$ cat src/spu_ram.sv
`timescale 1ns/1ps
`default_nettype none

// simple dual port ram, one write port and one registered read port
module spu_ram
#(
	parameter type data_t = logic [7:0],
	parameter int depth = 256
)(
	input wire clk,

	input wire we,
	input wire [$clog2(depth)-1:0] waddr,
	input wire data_t wdata,

	input wire [$clog2(depth)-1:0] raddr,
	output data_t rdata
);

	// power-up contents all zero
	// sprites start off and the line banks start empty
	data_t mem [depth] = '{default: '0};

	always_ff @(posedge clk)
	begin
		if (we)
			mem[waddr] <= wdata;
		rdata <= mem[raddr];	// data one clock after the address
	end

endmodule

`default_nettype wire

$ cat config.mk
export PLATFORM = sky130hd
export DESIGN_NAME = spu_ram
export DESIGN_NICKNAME = d
export VERILOG_FILES = /design/src/spu_ram.sv
export SDC_FILE = /design/constraint.sdc
export NUM_CORES = 2
export LEC_CHECK = 0
export ABC_AREA = 1
export BUFFER_PORTS_ARGS = -buffer_cell sky130_fd_sc_hd__buf_2
export CAP_MARGIN = 20
export CORE_MARGIN = 3
export CORE_UTILIZATION = 45
export DETAILED_ROUTE_END_ITERATION = 16
export PLACE_DENSITY = 0.62
export SYNTH_ARGS = -nofsm -noshare
export SYNTH_HDL_FRONTEND = slang
export SYNTH_SLANG_ARGS = --single-unit
$ cat constraint.sdc
create_clock -name clk -period 2 [get_ports clk]
set_input_delay 0.4 -clock clk [delete_from_list [all_inputs] [get_ports clk]]
set_output_delay 0.4 -clock clk [all_outputs]
set_load 0.01 [all_outputs]
## Yosys cells after proc, flatten, opt, wreduce, memory -nomap -nowiden

Memory sizes are Yosys's and may differ from the RTL's. A register that Yosys moved wholly into a read port is not among the register bits.
Cells that the tools add are included.

| word-level totals | value |
|---|---|
| register bits after elaboration | 0 |
| bits in writable memories | 2048 |
| output and inout bits | 8 |
| logic and storage cells | 3 |
| memories | 1 |

| operators by class | value |
|---|---|
| mux-type cells | 2 |

Memory list:

| memory | words | bits a word | read ports | clocked after Yosys merged registers in | wr ports | line | source |
|---|---|---|---|---|---|---|---|
| mem | 256 | 8 | 1 | 1 | 1 | 22 | `data_t mem [depth] = '{default: '0};` |

Operators with widths:

| kind | number |
|---|---|
| 1-bit two-way mux | 2 |

## Logic depth before layout (Yosys ltp)

| logic depth | value |
|---|---|
| word-level depth | 2 |
| gate-level depth with buffers | 15 |
| mapped depth without buffers | 11 |

## Worst setup path after synthesis

OpenSTA, ideal clock, no wires.

| timing | value |
|---|---|
| path kind | input to register |
| start point | in we |
| end point | mem mem[162][0] in the netlist's numbering (enable) |
| library setup time | 0.370 ns |
| arrival time | 1.521 ns |
| required time | 1.630 ns |
| path slack | 0.109 ns |
| stages on the path | 4 |
| buffers on the path | 2 |
| cell sequence | clkbuf_1 nand3_1 clkbuf_1 nor2_1 |

| between the ends | value |
|---|---|
| word-level cells in the longest chain between the ends | 2 |

RTL lines:

| what | line | source |
|---|---|---|
| start: declaration | 12 | `input wire we,` |
| 1-bit two-way mux | 26 | `if (we)` |
| 1-bit two-way mux (not written as such) | 27 | `mem[waddr] <= wdata;` |
| end: declaration | 22 |  |

No other way between the ends.

==> insert_results.sql <==
INSERT INTO impl_metrics (metric_group, metric, value, unit) VALUES
('clock_tree', 'buffers_from_clock_root_to_sink_at_most', '3', ''),
('cells_and_area', 'drive_above_1_share', '13.6', '%'),
('detailed_routing', 'avgViaCountPerCell', '5.62', ''),
('clock_tree', 'cts.htree.levels', '4', ''),
('yosys', 'synthesis.area_per_instance', '11.9', 'um2'),
('setup_path', 'worst_setup_path_start_kind', 'primary input', ''),
('cells_and_area', 'fill_cells', '15284', ''),
('yosys', 'seq_area_frac_synth', '73.9', '%'),
('yosys', 'synth_top_flop_cell', 'sky130_fd_sc_hd__edfxtp_1', ''),
('global_route', 'grt.overflow.total', '0', ''),
('yosys', 'leading_cell_type_by_number_of_instances_after_synthesis', 'sky130_fd_sc_hd__nand2_1', ''),
('yosys', 'synth_cells', '7003', ''),
('die', 'num_io_pins', '34', ''),
('detailed_routing', 'total_iterations_of_the_first_detailed_routing_run', '6', ''),
('setup_path', 'criticalPathCategory', 'in2reg', ''),
('power', 'p_comb_share', '6.8', '%'),
('clock_tree', 'clk_transition_reported_paths', '60', 'ps'),
('worst_hold_path', 'min_path_type', 'in2reg', ''),
('power', 'switching_power', '20600', 'uW'),
('sta', 'unrepaired_setup_endpoints_after_global_routing', 'no', ''),
('placement', 'globalplace.congestion', '0.909', ''),
('clock_tree', 'clock_insertion_delay_worst_skew', '840', 'ps'),
('yosys', 'synth_area', '83400', 'um2'),
('yosys', 'yosys.area.top_type', 'sky130_fd_sc_hd__edfxtp_1', ''),
('global_route', 'antenna_violations_before_repair', '7', ''),
('setup_path', 'cpMaxStageDelayCell', 'sky130_fd_sc_hd__nand3_1', ''),
('placement', 'buffer_ports.inserted', '33', ''),
('clock_tree', 'clock_tree_from_tritoncts', 'built', ''),
('power', 'powerDensity', '935', 'nW/um2'),
('yosys', 'synth_enable_flop_cells', '2048', ''),
('detailed_routing', 'drt-total-wl', '238000', 'um'),
('clock_tree', 'inserted_clock_buffers', '205', ''),
('die', 'die_width', '436', 'um'),
('yosys', 'distinct_cell_type_count_after_synthesis', '14', ''),
('detailed_routing', 'detailroute.via_count', '56890', ''),
('power', 'vdd_ir_drop_max', '0.924', 'mV'),
('yosys', 'synthTopCellsByArea', 'sky130_fd_sc_hd__edfxtp_1, sky130_fd_sc_hd__nand3_1, sky130_fd_sc_hd__nand2_1, sky130_fd_sc_hd__buf_2, sky130_fd_sc_hd__nor2_1', ''),
('sta', 'final-max-slew-violation-count', '0', ''),
('sta', 'fin_crit_sh', '98.9', '%'),
('detailed_routing', 'drt_drc_violations_left', '0', ''),
('global_route', 'track_usage', '24.7', '%'),
('die', 'die_area', '191000', 'um2'),
('detailed_routing', 'initialDrtViolationCount', '6619', ''),
('placement', 'dpl-instance-area', '91700', 'um2'),
('global_route', 'first_global_vias', '54231', ''),
('yosys', 'synth_largest_type_area_fraction', '73.7', '%'),
('setup_path', 'timing.critical_path.required', '2770', 'ps'),
('sta', 'relSlewSlack', '55.2', '%'),
('sta', 'final_hold_fails', '0', ''),
('die', 'height_of_the_die', '436', 'um'),
('cells_and_area', 'areaGrowthSynthToFinish', '18.1', '%'),
('power', 'internal_power', '71500', 'uW'),
('yosys', 'synth.top_cells.by_count', 'sky130_fd_sc_hd__nand2_1, sky130_fd_sc_hd__edfxtp_1, sky130_fd_sc_hd__nand3_1, sky130_fd_sc_hd__nor2_1, sky130_fd_sc_hd__buf_2', ''),
('outcome', 'result_of_the_run', 'complete, no violations', ''),
('setup_path', 'crit_chain', 'buf_8 > inv_16 > buf_12 > buf_12 > nand2_1 > nand3_1 > nand3_1 > nand3_1 > nand3_1 > nand3_1 > nand3_1 > nand2_1 > nand2_1 > nand2_1', ''),
('global_route', 'global_route_wire_length_before_repair', '354000', 'um'),
('yosys', 'postSynthRegisterBits', '2056', ''),
('job', 'maxCapViolCount', '0', ''),
('sta', 'max_slew.worst_pin.slew', '671', 'ps'),
('setup_path', 'critical_path_buf_inv_count', '4', ''),
('cells_and_area', 'num-nets-final', '7506', ''),
('setup_path', 'critical-path-max-stage-delay', '320', 'ps'),
('sta', 'timing.final.crit_period', '1980', 'ps'),
('setup_path', 'end_kind', 'flop', ''),
('die', 'floorplan.initialDensity', '45.4', '%'),
('placement', 'detailedPlace.worstSlack', '-800', 'ps'),
('clock_tree', 'cts_root_buffer', 'sky130_fd_sc_hd__clkbuf_16', ''),
('power', 'clockPowerShare', '41.5', '%'),
('sta', 'clock.fmax', '0.506', 'GHz'),
('setup_path', 'worstPathArrival', '2750', 'ps'),
('setup_path', 'worst-path-max-fanout', '28', '');
## metrics by stage
stage                     TNS (ps)  hold WS (ps)  power [uW]  cells  util, %
after floorplan                  0           499       51400   7003        -
after global placement       -5610           689       54600   9729     49.9
after detailed placement     -6160           686       54700   9729     49.9
after CTS                        0          66.0       92600  10116     53.6
after global routing             0          89.2       94700  10121     53.6
final                            0           117       92100  10121     53.6
## cells in the final DEF, fill, tap and decap left out, types with 33 or more instances in the layout
| cell type | netlist | routed |
|---|---|---|
| sky130_fd_sc_hd__nand2_1 | 2123 | 2121 |
| sky130_fd_sc_hd__edfxtp_1 | 2048 | 2048 |
| sky130_fd_sc_hd__nand3_1 | 2019 | 2018 |
| sky130_fd_sc_hd__buf_4 | 46 | 550 |
| sky130_fd_sc_hd__nor2_1 | 283 | 283 |
| sky130_fd_sc_hd__clkbuf_16 | 0 | 210 |
| sky130_fd_sc_hd__buf_12 | 0 | 163 |
| sky130_fd_sc_hd__clkinv_1 | 0 | 54 |
| sky130_fd_sc_hd__clkbuf_1 | 112 | 40 |
| sky130_fd_sc_hd__inv_1 | 36 | 34 |
| sky130_fd_sc_hd__clkinv_2 | 0 | 33 |
## area by class of cell
type | count | area, um2 | share of cell area, %
Timing Repair Buffer | 753 | 7740 | 7.86
Clock inverter | 125 | 1220 | 1.24
Inverter | 39 | 180 | 0.183
Multi-Input combinational cell | 4425 | 19100 | 19.4
Tap cell | 2464 | 3080 | 3.13
Sequential cell | 2056 | 61700 | 62.6
Clock buffer | 254 | 5460 | 5.54
Antenna cell | 5 | 12.5 | 0.0127
## flip-flops by register name, summed over array words and instances (netlist names)
signal,flops
mem,2048
rdata,8
## timing repair
item / 4_1_cts / 5_1_grt
endpoints found under the hold margin: 98 / 0
hold buffers: 8 / 0
resized for setup: 5 / 1
endpoints found under the setup margin: 4 / 1
buffers inserted: 0 / 0
## kinds of logic (layout without fill, tap and decap cells)
| group | Yosys count | after routing | synth area share [%] |
|---|---|---|---|
| other | 0 | 5 | 0 |
| DFF | 2056 | 2056 | 73.9 |
| and+or+nand+nor | 4425 | 4425 | 22.9 |
| buffers and inverters | 522 | 1171 | 3.12 |
## worst paths after layout
path,from,to,slack [ps],depth (start not counted)
worst max-delay path,raddr[0],rdata[6],20,14
worst min-delay path,wdata[5],mem[55][5],120,2
worst max register to register,mem[255][6],rdata[6],80,10
worst min register to register,mem[70][6],rdata[6],980,10
## routing by layer
| layer | up-vias | GRT usage (%) | share of wire, % | routed length (um) |
|---|---|---|---|---|
| met3 | 480 | 4.64 | 8.6 | 20500 |
| met5 | - | 0 | 0.0055 | 13 |
| met1 | 28020 | 33.6 | 40 | 95400 |
| met4 | 2 | 10.1 | 4.2 | 10100 |
| li1 | 25860 | - | - | - |
| met2 | 2528 | 39.3 | 47 | 112000 |
## power groups by stage
stage	sequential, uW	clock [uW]	combinational [uW]
2_1_floorplan	48400	0	2930
3_3_place_gp	48500	0	6170
3_5_place_dp	48500	0	6230
4_1_cts	47600	38800	6260
5_1_grt	47500	40400	6760
6_report	47600	38200	6290
Note: power is estimated with default switching activity, not from simulation.
