**src/spu_pkg.sv**
```systemverilog
`default_nettype none

// sprite unit shared constants and types
package spu_pkg;

	// --------------------
	// sprite file layout
	localparam int sprite_count = 32;	// descriptors per line walk
	localparam int sprite_regs = 8;		// regs per descriptor, addr = num*8 + reg

	// reg0  x low
	// reg1  x[8] in bit 7, width in words in 6:0
	// reg2  y low
	// reg3  y[8] in bit 7, height in lines in 6:0
	// reg4  mode in 1:0, palette base in 7:2
	// reg5..reg7  word address 7:0, 15:8, 20:16

	typedef enum logic [1:0]
	{
		mode_off = 2'd0,	// sprite skipped
		mode_4c  = 2'd1,	// 8 px per word, 2-bit index
		mode_16c = 2'd2,	// 4 px per word, 4-bit index
		mode_tc  = 2'd3		// 2 px per word, byte per px
	} spr_mode_t;

	// --------------------
	// palette and line buffer
	localparam int pal_trans_bit = 7;	// palette entry transparent flag
	localparam int line_entry_w = 7;	// valid + 6-bit colour

	typedef logic [line_entry_w-1:0] line_entry_t;

	// --------------------
	// memory side
	localparam int mem_addr_w = 21;		// word address
	localparam int mem_data_w = 16;
	localparam int offs_w = 14;			// per-sprite row offset, in words

	typedef logic [offs_w-1:0] offs_t;

	localparam int scan_div = 4;		// clocks per scanned pixel

endpackage

`default_nettype wire

```
**src/sprite_fetch.sv**
```systemverilog
`timescale 1ns/1ps
`default_nettype none

// single word prefetcher on the four-phase memory handshake
module sprite_fetch
	import spu_pkg::*;
(
	input wire clk,
	input wire line_start,

	input wire fetch_start,
	input wire [mem_addr_w-1:0] fetch_addr,
	output logic word_valid,
	output logic [mem_data_w-1:0] word_data,
	input wire word_take,

	output logic mem_req,
	output logic [mem_addr_w-1:0] mem_addr,
	input wire mem_ack,
	input wire [mem_data_w-1:0] mem_data
);

	typedef enum logic [1:0]
	{
		f_idle,		// nothing held, nothing open
		f_req,		// req high, waiting for ack
		f_drop,		// data taken, waiting for ack low
		f_full		// word held for the engine
	} fstate_t;

	fstate_t state;

	always_ff @(posedge clk or posedge line_start)
		if (line_start)
			state <= f_idle;
		else
			case (state)
			f_idle:
				if (fetch_start)
					state <= f_req;
			f_req:
				if (mem_ack)
					state <= f_drop;	// req falls here
			f_drop:
				if (!mem_ack)
					state <= f_full;	// handshake closed, next one may start
			f_full:
				if (word_take)
					state <= f_idle;
			default:
				state <= f_idle;
			endcase

	// address and data, no reset
	always_ff @(posedge clk)
	begin
		if (state == f_idle && fetch_start)
			mem_addr <= fetch_addr;		// stable for the whole request
		if (state == f_req && mem_ack)
			word_data <= mem_data;
	end

	assign mem_req = (state == f_req);
	assign word_valid = (state == f_full);

	// engine asks again only after it took the held word
	a_fetch_when_idle: assert property (@(posedge clk) disable iff (line_start)
		fetch_start |-> state == f_idle);

endmodule

`default_nettype wire

```
**config.mk**
```make
export PLATFORM = sky130hd
export DESIGN_NAME = sprite_fetch
export DESIGN_NICKNAME = d
export VERILOG_FILES = /design/src/spu_pkg.sv /design/src/sprite_fetch.sv
export SDC_FILE = /design/constraint.sdc
export NUM_CORES = 1
export LEC_CHECK = 0
export BUFFER_PORTS_ARGS = -buffer_cell sky130_fd_sc_hd__buf_2
export CAP_MARGIN = 30
export CORE_ASPECT_RATIO = 0.9
export CORE_UTILIZATION = 30
export DETAILED_ROUTE_END_ITERATION = 10
export PLACE_DENSITY = 0.74
export SYNTH_ARGS = -nofsm -noshare
export SYNTH_HDL_FRONTEND = slang
export SYNTH_SLANG_ARGS = --single-unit
```
**constraint.sdc**
```tcl
create_clock -name clk -period 1.65 [get_ports clk]
set_input_delay 0.0825 -clock clk [delete_from_list [all_inputs] [get_ports clk]]
set_output_delay 0.0825 -clock clk [all_outputs]
set_load 0.005 [all_outputs]
```
## Yosys cells after proc, flatten, opt, wreduce, memory -nomap -nowiden

Index checks and enable logic that the tools add are counted.

| storage, ports and cells | value |
|---|---|
| register bits | 39 |
| input port bits | 42 |
| output and inout port bits | 39 |

| operators by class | value |
|---|---|
| equal/unequal tests | 7 |
| multiplexer cells | 5 |
| reductions and logical operators | 4 |

Operator list:

| cell | number |
|---|---|
| $mux 2 | 4 |
| $pmux 2 s4 | 1 |
| $eq 2x2->1 const B | 2 |
| $ne 2x1->1 const B | 2 |
| $ne 2x2->1 const B | 2 |
| $reduce_and 4->1 | 1 |
| $eq 2x1->1 const B | 1 |
| $logic_and 1x1->1 | 2 |
| $logic_not 2->1 | 1 |

## Depth between registers and ports, before layout

| depth | value |
|---|---|
| word-level depth | 3 |
| mapped depth | 5 |
| depth with buffers taken out | 5 |

## Least setup slack after synthesis

No wires, ideal clock.

| timing | value |
|---|---|
| path kind | register -> register |
| start | reg state[0] |
| end | reg mem_addr[0] (enable) |
| library setup time | 0.379 ns |
| arrival | 1.194 ns |
| slack | 0.077 ns |
| cell stages (with the launch flop) | 4 |
| path buffers | 0 |
| period minus slack after synthesis | 1.573 ns |
| path through | dfrtp_1 > inv_1 > ha_1 > and2_1 |

| on the way | value |
|---|---|
| longest elaborated chain between the ends | 2 |

Ends and longest elaborated chain:

| what | line | source |
|---|---|---|
| start, declared | sprite_fetch.sv:31 | `fstate_t state;` |
| start signal, assigned | sprite_fetch.sv:35 | `state <= f_idle;` |
| start signal, assigned | sprite_fetch.sv:40 | `state <= f_req;` |
| start signal, assigned | sprite_fetch.sv:43 | `state <= f_drop;` |
| $logic_not 2->1 | sprite_fetch.sv:57 | `if (state == f_idle && fetch_start)` |
| $logic_and 1x1->1 | sprite_fetch.sv:57 |  |
| end signal, assigned | sprite_fetch.sv:58 | `mem_addr <= fetch_addr;` |
| end, declared | sprite_fetch.sv:18 | `output logic [mem_addr_w-1:0] mem_addr,` |

Every way passes these cells.
A chain may end at the register's enable or synchronous reset.

## Worst setup path after layout

| timing | value |
|---|---|
| start | reg state[0] |
| end | reg state[1] |

| on the way | value |
|---|---|
| longest elaborated chain between the ends | 3 |
| elaborated cells between the ends (all ways) | 10 |
| those cells by class | 7 x eq/ne; 1 x mux; 2 x reduce/logical |

Ends and longest elaborated chain:

| what | line | source |
|---|---|---|
| $eq 2x2->1, or another cell as far along | sprite_fetch.sv:37 | `case (state)` |
| $ne 2x2->1 (no source line) or $ne 2x1->1 (tied branches) | - |  |
| $reduce_and 4->1 (no source line) | - |  |

Parallel ways exist; a longest one is shown, timed or not.

==> impl_metrics.yaml <==
sta:
  fin_setup_tns_ns: 0
  setup_ws_ns: 0.162
  rsz0062_at_grt: "no"
  finalClockSkew_ns: 0.00298
  tightest_slew_ns: 0.355
  max_freq_mhz: 672
  min_period_ns: 1.49
  slew_headroom_pct: 76.3
  final-setup-viol-count: 0
  fin_crit_sh_pct: 90.2
  hold_violations: 0
  finalMaxSlewViolations: 0
die:
  die_area_mm2: 0.00462
  io_pins: 81
  initial_core_util_pct: 31.6
  coreArea_mm2: 0.00413
  die_x_um: 71.6
  rows: 22
  die_h_um: 64.6
run_status:
  outcome: "finished, final reports clean"
power:
  combinationalPowerShare_pct: 25.0
  switching_power_uw: 671
  intPower_uw: 1950
  clkPwrFrac_pct: 22.9
  leakage_uw: 0.000967
  p_sw_share_pct: 25.6
  p_seq_share_pct: 52.0
  pwr_density_cell_mw_per_mm2: 1170
  power_uw: 2620
  peakVddDrop_mv: 1.01
placed_design:
  port_buffers: 80
  place_congestion: 0.619
  dp_slack_ns: 0.187
  postPlaceCellArea_mm2: 0.00179
  hpwl_um: 1970
critical_path:
  worstReg2RegStart: "state[0]"
  critPathRequiredTime_ns: 1.82
  crit_type: "flip-flop to flip-flop"
  worst_r2r_path_depth: 5
  startpoint_type: "flip-flop"
  endpoint_kind: "flip-flop"
  worst-path-max-fanout: 3
  r2r_slack_ns: 0.16
  cp_data_arrival_time_ns: 1.66
  reg2reg_to: "state[1]"
cts:
  clk_pin_slew_worst_paths_ns: 0.07
  htreeDepth: 2
  clock-sinks: 39
  clock_path_buffers: 2
  clk_latency_ns: 0.29
  ctsRootBufferMaster: "clkbuf_8"
  cts_tree: "built"
  numCtsBuffers: 5
  cts.repair.resized: 0
run:
  cap_violations: 0
drt:
  ant_nets: 0
  post_drt_wl_per_cell_um: 13.7
  drc: 0
  firstDrtPassIters: 4
  wl_um: 3180
  drt-vias-per-instance: 4.20
  vias: 970
  drtIter0Drc: 31
cells_and_area:
  design_area_mm2: 0.00225
  mostFrequentLayoutCells: "80 x buf_2, 38 x dlygate4sd3_1, 37 x edfxtp_1"
  syn_to_final_growth_pct: 72.0
  drive_above_1_share_pct: 49.2
  fin_nets: 228
  n_antenna_cell: 0
  nFillCells: 349
  final_common_cell: "buf_2"
  multi_input_area_um2: 134
  layout.area.seq_mm2: 0.00116
synthesis:
  syn-num-nets: 102
  yosysUniqueCellTypes: 13
  ys_ff_latch: 39
  syn_area_per_cell_um2: 23.3
  ys_seq_area_share_pct: 88.9
  ys_warn_count: 0
  syn_inst: 56
  synth_area_mm2: 0.00131
grt:
  grt_overflow: 0
  grt_max_degree: 22
  grt_pass1_wl_um: 4910
  grt_pass1_vias: 1040
  antenna_found_initial: 0
  grt_usage_pct: 15.1
hold_path:
  hold_class: "input pin to asynchronous set/reset pin"
## cell usage after synthesis
cell / n / area [um^2]
and2_1: 1 / 6.26
ha_1: 4 / 50.1
or2b_1: 2 / 15.0
nand4_2: 1 / 12.5
a21oi_1: 1 / 5.00
inv_1: 3 / 11.3
nor4bb_1: 1 / 10.0
nand2b_2: 1 / 8.76
and2_2: 1 / 7.51
edfxtp_1: 37 / 1110
nand2_1: 1 / 3.75
mux2_4: 1 / 15.0
dfrtp_1: 2 / 50.1
## layer usage
layer | vias to the layer above | track usage (%) | share of wire (%)
met1 | 460 | 13.9 | 34
met3 | 6 | 6.69 | 6.6
met4 | 0 | 5.88 | 1.1
li1 | 461 | - | -
met2 | 43 | 28.9 | 58
met5 | - | 0 | 0
## sequential cells by signal (all words and copies together) (netlist names)
signal and cells:
mem_addr 21, word_data 16, state 2
## worst max-delay path: stages (launching register included)
cell	delay, ns
dfrtp_1	0.40
inv_1	0.11
ha_1	0.18
or2b_1	0.26
nand4_2	0.12
mux2_4	0.30
## cell type report
| type | count | share of cell area, % |
|---|---|---|
| tap | 48 | 2.67 |
| timing repair buffer | 119 | 35.6 |
| sequential | 39 | 51.7 |
| multi-input combinational | 14 | 5.96 |
| inverter | 3 | 0.501 |
| clock buffer | 8 | 3.56 |
## kinds of logic (layout without fill, tap and decap cells)
logic type / count (synthesis) / in the layout / share of synthesized area [%]
flip-flops: 39 / 39 / 88.9
AND/OR/NAND/NOR: 8 / 8 / 4.88
adder cells (fa/ha/maj): 4 / 4 / 3.83
buffers and inverters: 3 / 130 / 0.862
AO/OA/AOI/OAI: 1 / 1 / 0.383
multiplexers: 1 / 1 / 1.15
## power groups by stage
| stage | Clock, uW | Sequential (uW) | Combinational, uW |
|---|---|---|---|
| after floorplan | 0 | 1400 | 272 |
| after global placement | 0 | 1380 | 552 |
| after detailed placement | 0 | 1390 | 584 |
| after CTS | 620 | 1370 | 658 |
| after global routing | 676 | 1380 | 723 |
| final | 602 | 1370 | 656 |
## through the flow
stage	util, %	std cells	hold slack (ns)
final	54.4	231	0.186
after global routing	54.4	231	0.182
after CTS	54.4	231	0.176
after detailed placement	43.3	185	-0.0623
after global placement	43.3	185	-0.0646
after floorplan	-	56	-0.176
## worst max-delay path by stage
stage             start           to  cells past startpoint
4_1_cts        state[0]     state[1]                      5
6_report       state[0]     state[1]                      5
2_1_floorplan  state[0]  mem_addr[0]                      3
5_1_grt        state[0]     state[1]                      5
3_5_place_dp   state[0]     state[1]                      5
3_3_place_gp   state[0]     state[1]                      5
## repair_timing
item,CTS,global route
hold buffers,38,0
endpoints found under the hold margin,39,0
buffers inserted,0,0
No activity file was read; power rests on OpenSTA's default activity.
