## src/spu_pkg.sv

```systemverilog
`default_nettype none

// sprite unit shared constants and types
package spu_pkg;

	// --------------------
	// sprite file layout
	localparam int sprite_count = 32;	// descriptors per line walk
	localparam int sprite_regs = 8;		// regs per descriptor, addr = num*8 + reg

	// reg0  x low
	// reg1  x[8] in bit 7, width in words in 6:0
	// reg2  y low
	// reg3  y[8] in bit 7, height in lines in 6:0
	// reg4  mode in 1:0, palette base in 7:2
	// reg5..reg7  word address 7:0, 15:8, 20:16

	typedef enum logic [1:0]
	{
		mode_off = 2'd0,	// sprite skipped
		mode_4c  = 2'd1,	// 8 px per word, 2-bit index
		mode_16c = 2'd2,	// 4 px per word, 4-bit index
		mode_tc  = 2'd3		// 2 px per word, byte per px
	} spr_mode_t;

	// --------------------
	// palette and line buffer
	localparam int pal_trans_bit = 7;	// palette entry transparent flag
	localparam int line_entry_w = 7;	// valid + 6-bit colour

	typedef logic [line_entry_w-1:0] line_entry_t;

	// --------------------
	// memory side
	localparam int mem_addr_w = 21;		// word address
	localparam int mem_data_w = 16;
	localparam int offs_w = 14;			// per-sprite row offset, in words

	typedef logic [offs_w-1:0] offs_t;

	localparam int scan_div = 4;		// clocks per scanned pixel

endpackage

`default_nettype wire

```

## src/sprite_engine.sv

```systemverilog
`timescale 1ns/1ps
`default_nettype none

// per-line sprite walk
// reads descriptors, fetches visible rows, unpacks pixels into the draw bank
module sprite_engine
	import spu_pkg::*;
#(
	parameter int line_pixels = 360
)(
	input wire clk,
	input wire line_start,
	input wire [8:0] vline,

	output logic [7:0] sf_ra,
	input wire [7:0] sf_rd,

	output logic [7:0] pal_ra,
	input wire [7:0] pal_rd,

	output logic [$clog2(sprite_count)-1:0] offs_wa,
	output logic offs_we,
	output offs_t offs_wd,
	input wire offs_t offs_rd,
	output logic [$clog2(sprite_count)-1:0] offs_ra,

	output logic fetch_start,
	output logic [mem_addr_w-1:0] fetch_addr,
	input wire word_valid,
	input wire [mem_data_w-1:0] word_data,
	output logic word_take,

	output logic draw_we,
	output logic [$clog2(line_pixels)-1:0] draw_x,
	output line_entry_t draw_entry
);

	localparam int num_w = $clog2(sprite_count);
	localparam int reg_w = $clog2(sprite_regs);
	localparam int x_w = $clog2(line_pixels);

	// st_rN presents a reg address, the next state takes its data
	typedef enum logic [3:0]
	{
		st_r4, st_r2, st_r3, st_vis, st_r5, st_r6, st_r7, st_r0, st_r1,
		st_wait, st_pix, st_next, st_halt
	} state_t;

	state_t state;
	logic [num_w-1:0] num;			// current sprite
	spr_mode_t mode;
	logic [5:0] pal_base;
	logic [7:0] y_lo;
	logic first_line;				// vline is the sprite's top row
	logic [mem_addr_w-1:0] base_addr;
	offs_t offs;					// word offset of the next fetch
	logic [8:0] x_pos;
	logic [6:0] words_left;
	logic [3:0] pix_left;
	logic [9:0] x_cnt;				// pixels drawn on this row
	logic [mem_data_w-1:0] shreg;	// word being unpacked, msb first
	logic pf_pending;				// prefetch still to be issued

	// draw stage, one clock behind the palette address
	logic p_valid;
	logic [x_w-1:0] p_x;
	logic p_tc;
	logic p_opaque;
	logic [5:0] p_col;

	logic [reg_w-1:0] reg_sel;
	logic [8:0] y_full;
	logic [9:0] y_end;
	logic spr_vis;
	logic [mem_addr_w-1:0] word_addr;
	logic [3:0] pix_per_word;
	logic [10:0] pix_sum;

	// --------------------
	// descriptor addressing
	always_comb
		case (state)
		st_r2: reg_sel = reg_w'(2);
		st_r3: reg_sel = reg_w'(3);
		st_vis: reg_sel = reg_w'(5);
		st_r5: reg_sel = reg_w'(6);
		st_r6: reg_sel = reg_w'(7);
		st_r7: reg_sel = reg_w'(0);
		st_r0: reg_sel = reg_w'(1);
		default: reg_sel = reg_w'(4);	// mode reg opens every sprite
		endcase

	assign sf_ra = {num, reg_sel};
	assign offs_ra = num;
	assign offs_wa = num;

	assign y_full = {sf_rd[7], y_lo};	// valid in st_vis
	assign y_end = {1'b0, y_full} + {3'b0, sf_rd[6:0]};
	assign spr_vis = ({1'b0, vline} >= {1'b0, y_full}) && ({1'b0, vline} < y_end);
	assign word_addr = base_addr + mem_addr_w'(offs);
	assign pix_sum = {2'b0, x_pos} + {1'b0, x_cnt};

	always_comb
		case (mode)
		mode_4c: pix_per_word = 4'd8;
		mode_16c: pix_per_word = 4'd4;
		default: pix_per_word = 4'd2;
		endcase

	// base keeps its top bits, pixel index fills the rest
	assign pal_ra = (mode == mode_4c) ? {pal_base, shreg[15:14]}
		: {pal_base[5:2], shreg[15:12]};

	// --------------------
	// main fsm
	always_ff @(posedge clk or posedge line_start)
		if (line_start)
		begin
			state <= st_r4;
			num <= '0;
			fetch_start <= 1'b0;
			fetch_addr <= '0;
			word_take <= 1'b0;
			offs_we <= 1'b0;
			offs_wd <= '0;
			offs <= '0;
			p_valid <= 1'b0;
			pf_pending <= 1'b0;
			words_left <= '0;
			pix_left <= '0;
			x_cnt <= '0;
			mode <= mode_off;
			pal_base <= '0;
			y_lo <= '0;
			first_line <= 1'b0;
			base_addr <= '0;
			x_pos <= '0;
			shreg <= '0;
		end
		else
		begin
			fetch_start <= 1'b0;	// strobes
			word_take <= 1'b0;
			offs_we <= 1'b0;
			p_valid <= 1'b0;

			case (state)
			st_r4:
				state <= st_r2;
			st_r2:
				if (sf_rd[1:0] == mode_off)
					state <= st_next;
				else
				begin
					mode <= spr_mode_t'(sf_rd[1:0]);
					pal_base <= sf_rd[7:2];
					state <= st_r3;
				end
			st_r3:
			begin
				y_lo <= sf_rd;
				state <= st_vis;
			end
			st_vis:
			begin
				first_line <= (vline == y_full);
				state <= spr_vis ? st_r5 : st_next;
			end
			st_r5:
			begin
				base_addr[7:0] <= sf_rd;
				offs <= first_line ? '0 : offs_rd;	// top row restarts at 0
				state <= st_r6;
			end
			st_r6:
			begin
				base_addr[15:8] <= sf_rd;
				state <= st_r7;
			end
			st_r7:
			begin
				base_addr[20:16] <= sf_rd[4:0];
				state <= st_r0;
			end
			st_r0:
			begin
				x_pos[7:0] <= sf_rd;
				state <= st_r1;
			end
			st_r1:
			begin
				x_pos[8] <= sf_rd[7];
				if (sf_rd[6:0] == 7'd0)
					state <= st_next;	// zero width, nothing to draw
				else
				begin
					fetch_start <= 1'b1;	// first word of the row
					fetch_addr <= word_addr;
					offs <= offs + offs_t'(1);
					offs_we <= 1'b1;		// next line's row
					offs_wd <= offs + offs_t'(sf_rd[6:0]);
					words_left <= sf_rd[6:0];
					x_cnt <= '0;
					state <= st_wait;
				end
			end
			st_wait:
				if (word_valid)
				begin
					word_take <= 1'b1;
					shreg <= word_data;
					words_left <= words_left - 7'd1;
					pf_pending <= (words_left != 7'd1);
					pix_left <= pix_per_word;
					state <= st_pix;
				end
			st_pix:
			begin
				// fetcher is idle again one clock after the take
				if (pf_pending)
				begin
					fetch_start <= 1'b1;
					fetch_addr <= word_addr;
					offs <= offs + offs_t'(1);
					pf_pending <= 1'b0;
				end

				p_valid <= (pix_sum < 11'(line_pixels));	// clip at line end
				x_cnt <= x_cnt + 10'd1;
				pix_left <= pix_left - 4'd1;

				case (mode)
				mode_4c: shreg <= {shreg[13:0], 2'b0};
				mode_16c: shreg <= {shreg[11:0], 4'b0};
				default: shreg <= {shreg[7:0], 8'b0};
				endcase

				if (pix_left == 4'd1)
					state <= (words_left == 7'd0) ? st_next : st_wait;
			end
			st_next:
				if (num == num_w'(sprite_count - 1))
					state <= st_halt;
				else
				begin
					num <= num + num_w'(1);
					state <= st_r4;
				end
			st_halt:
				state <= st_halt;	// until next line_start
			default:
				state <= st_halt;
			endcase
		end

	// --------------------
	// draw stage, palette data arrives here
	always_ff @(posedge clk)
	begin
		p_x <= pix_sum[x_w-1:0];
		p_tc <= (mode == mode_tc);
		p_opaque <= shreg[15];		// true-colour opaque flag
		p_col <= shreg[13:8];
	end

	assign draw_we = p_valid && (p_tc ? p_opaque : !pal_rd[pal_trans_bit]);
	assign draw_x = p_x;
	assign draw_entry = {1'b1, p_tc ? p_col : pal_rd[5:0]};

	// halted engine stays put and silent until the next line
	a_halt_holds: assert property (@(posedge clk) disable iff (line_start)
		state == st_halt |=> state == st_halt && !fetch_start && !word_take
			&& !offs_we && !draw_we);

endmodule

`default_nettype wire

```

## config.mk

```make
export PLATFORM = sky130hd
export DESIGN_NAME = sprite_engine
export DESIGN_NICKNAME = d
export VERILOG_FILES = /design/src/spu_pkg.sv /design/src/sprite_engine.sv
export SDC_FILE = /design/constraint.sdc
export NUM_CORES = 1
export LEC_CHECK = 0
export BUFFER_PORTS_ARGS = -buffer_cell sky130_fd_sc_hd__buf_2
export CORE_ASPECT_RATIO = 1.75
export CORE_MARGIN = 2
export CORE_UTILIZATION = 40
export DETAILED_ROUTE_END_ITERATION = 6
export GPL_TIMING_DRIVEN = 0
export HOLD_SLACK_MARGIN = 0.15
export PLACE_DENSITY = 0.57
export SKIP_LAST_GASP = 1
export SLEW_MARGIN = 20
export SYNTH_ARGS = -nofsm -noshare
export SYNTH_HDL_FRONTEND = slang
export SYNTH_SLANG_ARGS = --single-unit
```

## constraint.sdc

```tcl
create_clock -name clk -period 5.2 [get_ports clk]
set_clock_uncertainty 0.15 [all_clocks]
set_input_delay 0.52 -clock clk [delete_from_list [all_inputs] [get_ports clk]]
set_output_delay 0.52 -clock clk [all_outputs]
set_load 0.02 [all_outputs]
```

# Word level (Yosys, flattened, before mapping)
# Index checks and enable logic that the tools add are counted.
[classes] n_addsub=9 mul=0 div_mod_pow=0 magnitude_cmp=3 n_eq_ne=22 shift=0 muxes=39 bitwise=3 n_reduce_logical=20
[ops] operator="16-bit one-hot mux with 2 select lines" count=2
[ops] operator="4-bit one-hot mux with 12 select lines" count=1
[ops] operator="14-bit two-way mux" count=3
[ops] operator="21-bit two-way mux" count=2
[ops] operator="14-bit one-hot mux with 3 select lines" count=1
[ops] operator="21-bit one-hot mux with 2 select lines" count=1
[ops] operator="4-bit two-way mux" count=7
[ops] operator="21-bit by 14-bit adder with 21-bit output" count=1
[ops] operator="3-bit one-hot mux with 7 select lines" count=1
[ops] operator="10-bit one-hot mux with 2 select lines" count=1
[ops] operator="4-bit by 3-bit equality test with 1-bit output, second input constant" count=4
[ops] operator="4-bit equality test, second input constant" count=4
[ops] operator="16-bit two-way mux" count=1
[ops] operator="4-bit one-hot mux with 2 select lines" count=2
[ops] operator="14-bit by 1-bit adder with 14-bit output, second input constant" count=1
[ops] operator="14-bit by 7-bit adder with 14-bit output" count=1
[ops] operator="7-bit zero test" count=2
[ops] operator="7-bit two-way mux" count=2
[ops] operator="7-bit one-hot mux with 2 select lines" count=1
[ops] operator="2-bit AND reduction" count=6
[ops] operator="9-bit by 10-bit adder with 11-bit output" count=1
[ops] operator="11-bit by 9-bit less-than comparator with 1-bit output, second input constant" count=1
[ops] operator="10-bit by 1-bit adder with 10-bit output, second input constant" count=1
[ops] operator="9-bit by 7-bit adder with 10-bit output" count=1
[ops] operator="26 further kinds" count=48
[word_totals] register_bits=164 latchBits=0 ram_bits=0 mem_bits_ro=0 inputBits=58 output_inout_bits=81 elab_cells=123 mem_count=0

# Logic depth before layout (Yosys ltp)
[depth] ltp_word=5 depth_mapped=17 ltp_nobuf=17

# Worst setup path before layout
# Ideal clock, no wire load.
[synth_path] path_kind="input to register" from="input port sf_rd[1]" to="register state[3]" setup_time_ns=0.141 arrival_ns=3.232 required_time_ns=4.909 slack_ns=1.677 stages=16 path_buffers=1 cell_sequence="clkbuf_1 > inv_1 > fa_1 > nor2b_1 > o21ai_0 > a21boi_0 > o21ai_0 > a21boi_0 > o21ai_0 > xnor2_1 > ha_1 > a2111oi_0 > a21oi_1 > a32o_1 > o21bai_1 > o21ai_0"
[synth_via] elab_chain_cells=5 word_cells_on_any_way=7 cone_classes="add/sub (1); order compare (1); mux (3); reduce/logical (2)"
[synth_rtl] item="start, declared" line="sprite_engine.sv:16" text="input wire [7:0] sf_rd,"
[synth_rtl] item="9-bit by 7-bit adder with 10-bit output" line="sprite_engine.sv:98" text="assign y_end = {1'b0, y_full} + {3'b0, sf_rd[6:0]};"
[synth_rtl] item="9-bit by 10-bit less-than comparator with 1-bit output" line="sprite_engine.sv:99" text="assign spr_vis = ({1'b0, vline} >= {1'b0, y_full}) && ({1'b0, vline} < y_end);"
[synth_rtl] item="1-bit logical AND" line="sprite_engine.sv:99"
[synth_rtl] item="4-bit two-way mux" line="sprite_engine.sv:167" text="state <= spr_vis ? st_r5 : st_next;"
[synth_rtl] item="4-bit one-hot mux with 12 select lines (*)" line="sprite_engine.sv:147" text="case (state)"
[synth_rtl] item="end signal, assigned" line="sprite_engine.sv:149" text="state <= st_r2;"
[synth_rtl] item="end signal, assigned" line="sprite_engine.sv:152" text="state <= st_next;"
[synth_rtl] item="end signal, assigned" line="sprite_engine.sv:167"
[synth_rtl] item="end, declared" line="sprite_engine.sv:49" text="state_t state;"
# Every way passes the cells marked *; elsewhere a longest branch is shown, timed or not.
# A chain may end at the register's enable or synchronous reset.

# Final worst setup path
# Ends and elaborated chain as after synthesis.

==> summary by stage <==
Run status
The run finished with clean final reports.

Timing
The setup TNS is 0 ns. The number of hold violations in the final report is 0. The portion of the clock cycle consumed by the worst path in the final layout is 83.3%. The final max-slew violation count was 0. Based on the critical path, the design can be clocked at up to 0.231 GHz. Setup repair after global routing left no endpoint under its margin. On the final layout, the worst hold slack is 0.192 ns. The minimum clock period after layout is 4.33 ns. Setup violations remaining at the end of the flow were counted as 0. Measured against its own limit, the worst slew margin works out to 48.1%.

The transition time of the tightest slew-check pin is 0.779 ns.

Placement
The placer congestion estimate is 0.878. The placed cell count is 1455. Input and output buffers added on the ports amount to 136. The HPWL reported at the end of detailed placement is 19.6 mm.

CTS
The clock sink total is 164. Counting the buffers created by CTS gives 17. The cell sitting at the root of the clock tree is a sky130_fd_sc_hd__clkbuf_16.

The clock passes through at most 2 buffers. The count of buffers added by post-CTS timing repair for setup is 0. CTS built an H-tree with a depth of 4. The latest clock arrival within the worst-skew pair is 0.44 ns. The TritonCTS clock tree is yes. The clock transition at the registers of the reported paths is 0.07 ns.

Global route
The total routing resource utilization after global routing is 21.4%. The via count of the first global-routing pass is 8097. The largest net degree at the start of global routing is 99. The first-pass GRT wire length is 41.8 mm.

The overall overflow remaining after global route is 0. The initial antenna violation count is 0.

Floorplan
The core outline area is 23300 um2. The starting utilization of the core area is 40.6%. The count of standard-cell rows is 74. In this run the vertical extent of the chip is 207 um. 139 I/O pins were placed. The die covers 24900 um2. The width of the chip is 120 um.

Setup path
The critical path goes through buf_2 > clkbuf_1 > inv_1 > fa_1 > nor2b_1 > o21ai_0 > a21boi_0 > o21ai_0 > a21boi_0 > o21ai_0 > xnor2_1 > ha_1 > a2111oi_0 > a21oi_1 > a32o_1 > o21bai_1 > o21ai_0. STA classifies the critical path endpoint as a register. In this design, the largest share of critical-path delay is due to compound AO/OA/AOI/OAI gates. The highest net fanout along the worst path is 9.

Among the stages of the critical path, the cell type that occurs most often is sky130_fd_sc_hd__o21ai_0. The critical path launch point type is a primary input. The critical path contains buffers and inverters numbering 3 combined. For this run, the slowest stage of the critical path takes 0.59 ns. The cell with the largest stage delay on the worst path is sky130_fd_sc_hd__clkbuf_1.

The critical path in this run is classified as primary input to register. The arrival time of the worst setup path is 4.47 ns. Data on the critical path is required at its endpoint by 5.33 ns.

Synthesis
Synthesis produced 1013 cells. The share of flip-flops with an asynchronous set or reset is 89.6%. The number of nets in the synthesized netlist is 1140.

Summed over its instances, the top area cell type makes up 38.9% of the synthesized netlist area. The leading register cell type out of synthesis is sky130_fd_sc_hd__dfrtp_1. By area the synthesized netlist is led by sky130_fd_sc_hd__dfrtp_1 (39%), sky130_fd_sc_hd__ha_1 (8.6%), sky130_fd_sc_hd__mux2_2 (5.5%). The mean instance size in the synthesized netlist is 9.34 um2. After synthesis, flip-flops and latches occupy 42.5% of the total area. The distinct cell type count after synthesis is 64.

Of all cell types, the one taking the most synthesized area is sky130_fd_sc_hd__dfrtp_1. The synthesized design contains 0 enable-type register cells. The number of warning messages in the yosys log is 0.

The number of flip-flops and latches in the synthesized netlist is 164. The summed instance area of the synthesized netlist is 9460 um2.

Finish
The antenna cell count is 0. In the final layout, the share of cells above drive strength 1 is 21.2%. The post-route core utilization is 47.9%. The most frequent standard cell in the layout excluding fill and tap cells is sky130_fd_sc_hd__dfrtp_1. The count of cells in the finished layout, fillers not included, comes to 1490.

Leaving out fill and tap cells, the most frequent cells in the layout are sky130_fd_sc_hd__dfrtp_1 (147), sky130_fd_sc_hd__buf_2 (141), sky130_fd_sc_hd__nand2_1 (133). Compared with the post-synthesis result, the final layout area differs by 18.1%. The final layout contains 1300 nets.

Detailed routing
The final wirelength is 25.9 mm. The post-route DRC violation count is 0. The via total after detailed routing is 7887.

After detailed routing, the met2 layer carries 14.0 mm of wire. The top routing layer in use is met4. The final antenna-violating net count is 0. Wire segments on met3 add up to 863 um in the final route. The vias per cell is 5.29. After the first detailed-routing iteration, the DRC count stood at 444. The pre-antenna-repair detailed-routing pass consisted of 5 iterations.

Dividing the detail-routed wire length by the instance count gives 17.4 um. After detailed routing, the wire length on met1 is 10.2 mm.

Hold path
The min-delay analysis places its worst path in the category primary input to register.

Pwr
The overall power of the completed layout is 7330 uW. The analysis attributes to cell leakage a power of 0.00515 uW. The power density normalized to cell area is 656 nW/um2.

The worst ir drop on vdd is 0.312 mV.

Flow run
The max-capacitance violation count is 0.
## synthesized netlist by cell type (3+ instances only)
cell type and number:
sky130_fd_sc_hd__and2_1 4, sky130_fd_sc_hd__o22ai_1 3, sky130_fd_sc_hd__a21o_1 7, sky130_fd_sc_hd__inv_1 44, sky130_fd_sc_hd__a211oi_1 15, sky130_fd_sc_hd__a22oi_1 16
sky130_fd_sc_hd__xor2_1 21, sky130_fd_sc_hd__or3_1 9, sky130_fd_sc_hd__dfxtp_1 17, sky130_fd_sc_hd__nand2_1 133, sky130_fd_sc_hd__a31oi_1 14, sky130_fd_sc_hd__buf_4 20
sky130_fd_sc_hd__nor3_1 19, sky130_fd_sc_hd__or2_2 6, sky130_fd_sc_hd__mux2i_1 7, sky130_fd_sc_hd__ha_1 65, sky130_fd_sc_hd__nand2b_1 14, sky130_fd_sc_hd__fa_1 4
sky130_fd_sc_hd__and3_1 13, sky130_fd_sc_hd__o21a_1 11, sky130_fd_sc_hd__mux2_2 46, sky130_fd_sc_hd__nand3_1 21, sky130_fd_sc_hd__buf_2 4, sky130_fd_sc_hd__nor2b_1 8
sky130_fd_sc_hd__dfrtp_1 147, sky130_fd_sc_hd__o21bai_1 4, sky130_fd_sc_hd__nand3b_1 4, sky130_fd_sc_hd__o21ai_1 3, sky130_fd_sc_hd__o21ai_0 98, sky130_fd_sc_hd__nor3b_1 3
sky130_fd_sc_hd__clkbuf_1 28, sky130_fd_sc_hd__xnor2_1 31, sky130_fd_sc_hd__o22a_1 3, sky130_fd_sc_hd__nor2_1 64, sky130_fd_sc_hd__nor4_1 7, sky130_fd_sc_hd__o211ai_1 7
sky130_fd_sc_hd__a21oi_1 57, sky130_fd_sc_hd__a21boi_0 5
## state kept, by name, summed over array words and instances, names as in the netlist, 7 cells and up
register,count
base_addr,21
draw_x,9
fetch_addr,21
offs,14
offs_wd,14
shreg,16
words_left,7
x_cnt,10
x_pos,9
y_lo,8
## worst min-delay path, cell delays in order
cell                      delay, ns
sky130_fd_sc_hd__buf_2         0.10
sky130_fd_sc_hd__nand2_1       0.05
sky130_fd_sc_hd__a31oi_1       0.07
## per-layer routing
layer	up-vias	global-route usage, %
met4	0	9.50
met1	3790	23.6
met2	193	39.8
met3	45	3.08
met5	-	0
li1	3859	-
## final timing paths
check,startpoint,end,slack [ns],cells after the start
min in group asynchronous,line_start,shreg[1]$_DFFE_PP0P_,0.49,3
max,sf_rd[1],state[3]$_DFFE_PP0P_,0.87,17
min reg2reg,shreg[15]$_DFFE_PP0P_,p_opaque$_DFF_P_,0.27,0
max in group asynchronous,line_start,base_addr[2]$_DFFE_PP0P_,3.57,4
max reg2reg,y_lo[0]$_DFFE_PP0P_,state[3]$_DFFE_PP0P_,1.49,16
min,word_data[11],shreg[11]$_DFFE_PP0P_,0.19,3
## power by group
part / switching [uW] / internal (uW)
registers: 494 / 1860
logic: 2210 / 1540
clock network: 538 / 697
## stage by stage
step	area [um2]	setup WS (ns)
final	11200	0.867
after global routing	11200	0.596
after CTS	11200	0.970
after detailed placement	10600	0.526
after global placement	10500	-1.42
after floorplan	9460	0.579
## logic make-up after synthesis
group | count (synthesis) | share of synthesized area [%]
simple gates | 315 | 15.4
buf+inv | 99 | 5.04
xor+xnor | 52 | 4.81
compound gates | 260 | 16.6
other cells | 1 | 0.0396
fa+ha+maj | 69 | 9.44
mux | 53 | 6.22
flops | 164 | 42.5
## timing repair
action,4_1_cts,5_1_grt
endpoints found under the hold margin,51,0
hold buffers,3,0
gates resized for setup,0,0
## cell type report
class / instances / area, um2
inverter: 44 / 173
sequential: 164 / 4020
tap: 304 / 380
multi-input combinational: 750 / 4980
timing repair buffer: 141 / 743
buffer: 55 / 312
clock inverter: 11 / 100
fill: 2322 / 12200
clock buffer: 21 / 470
Note: power is estimated with default switching activity, not from simulation.
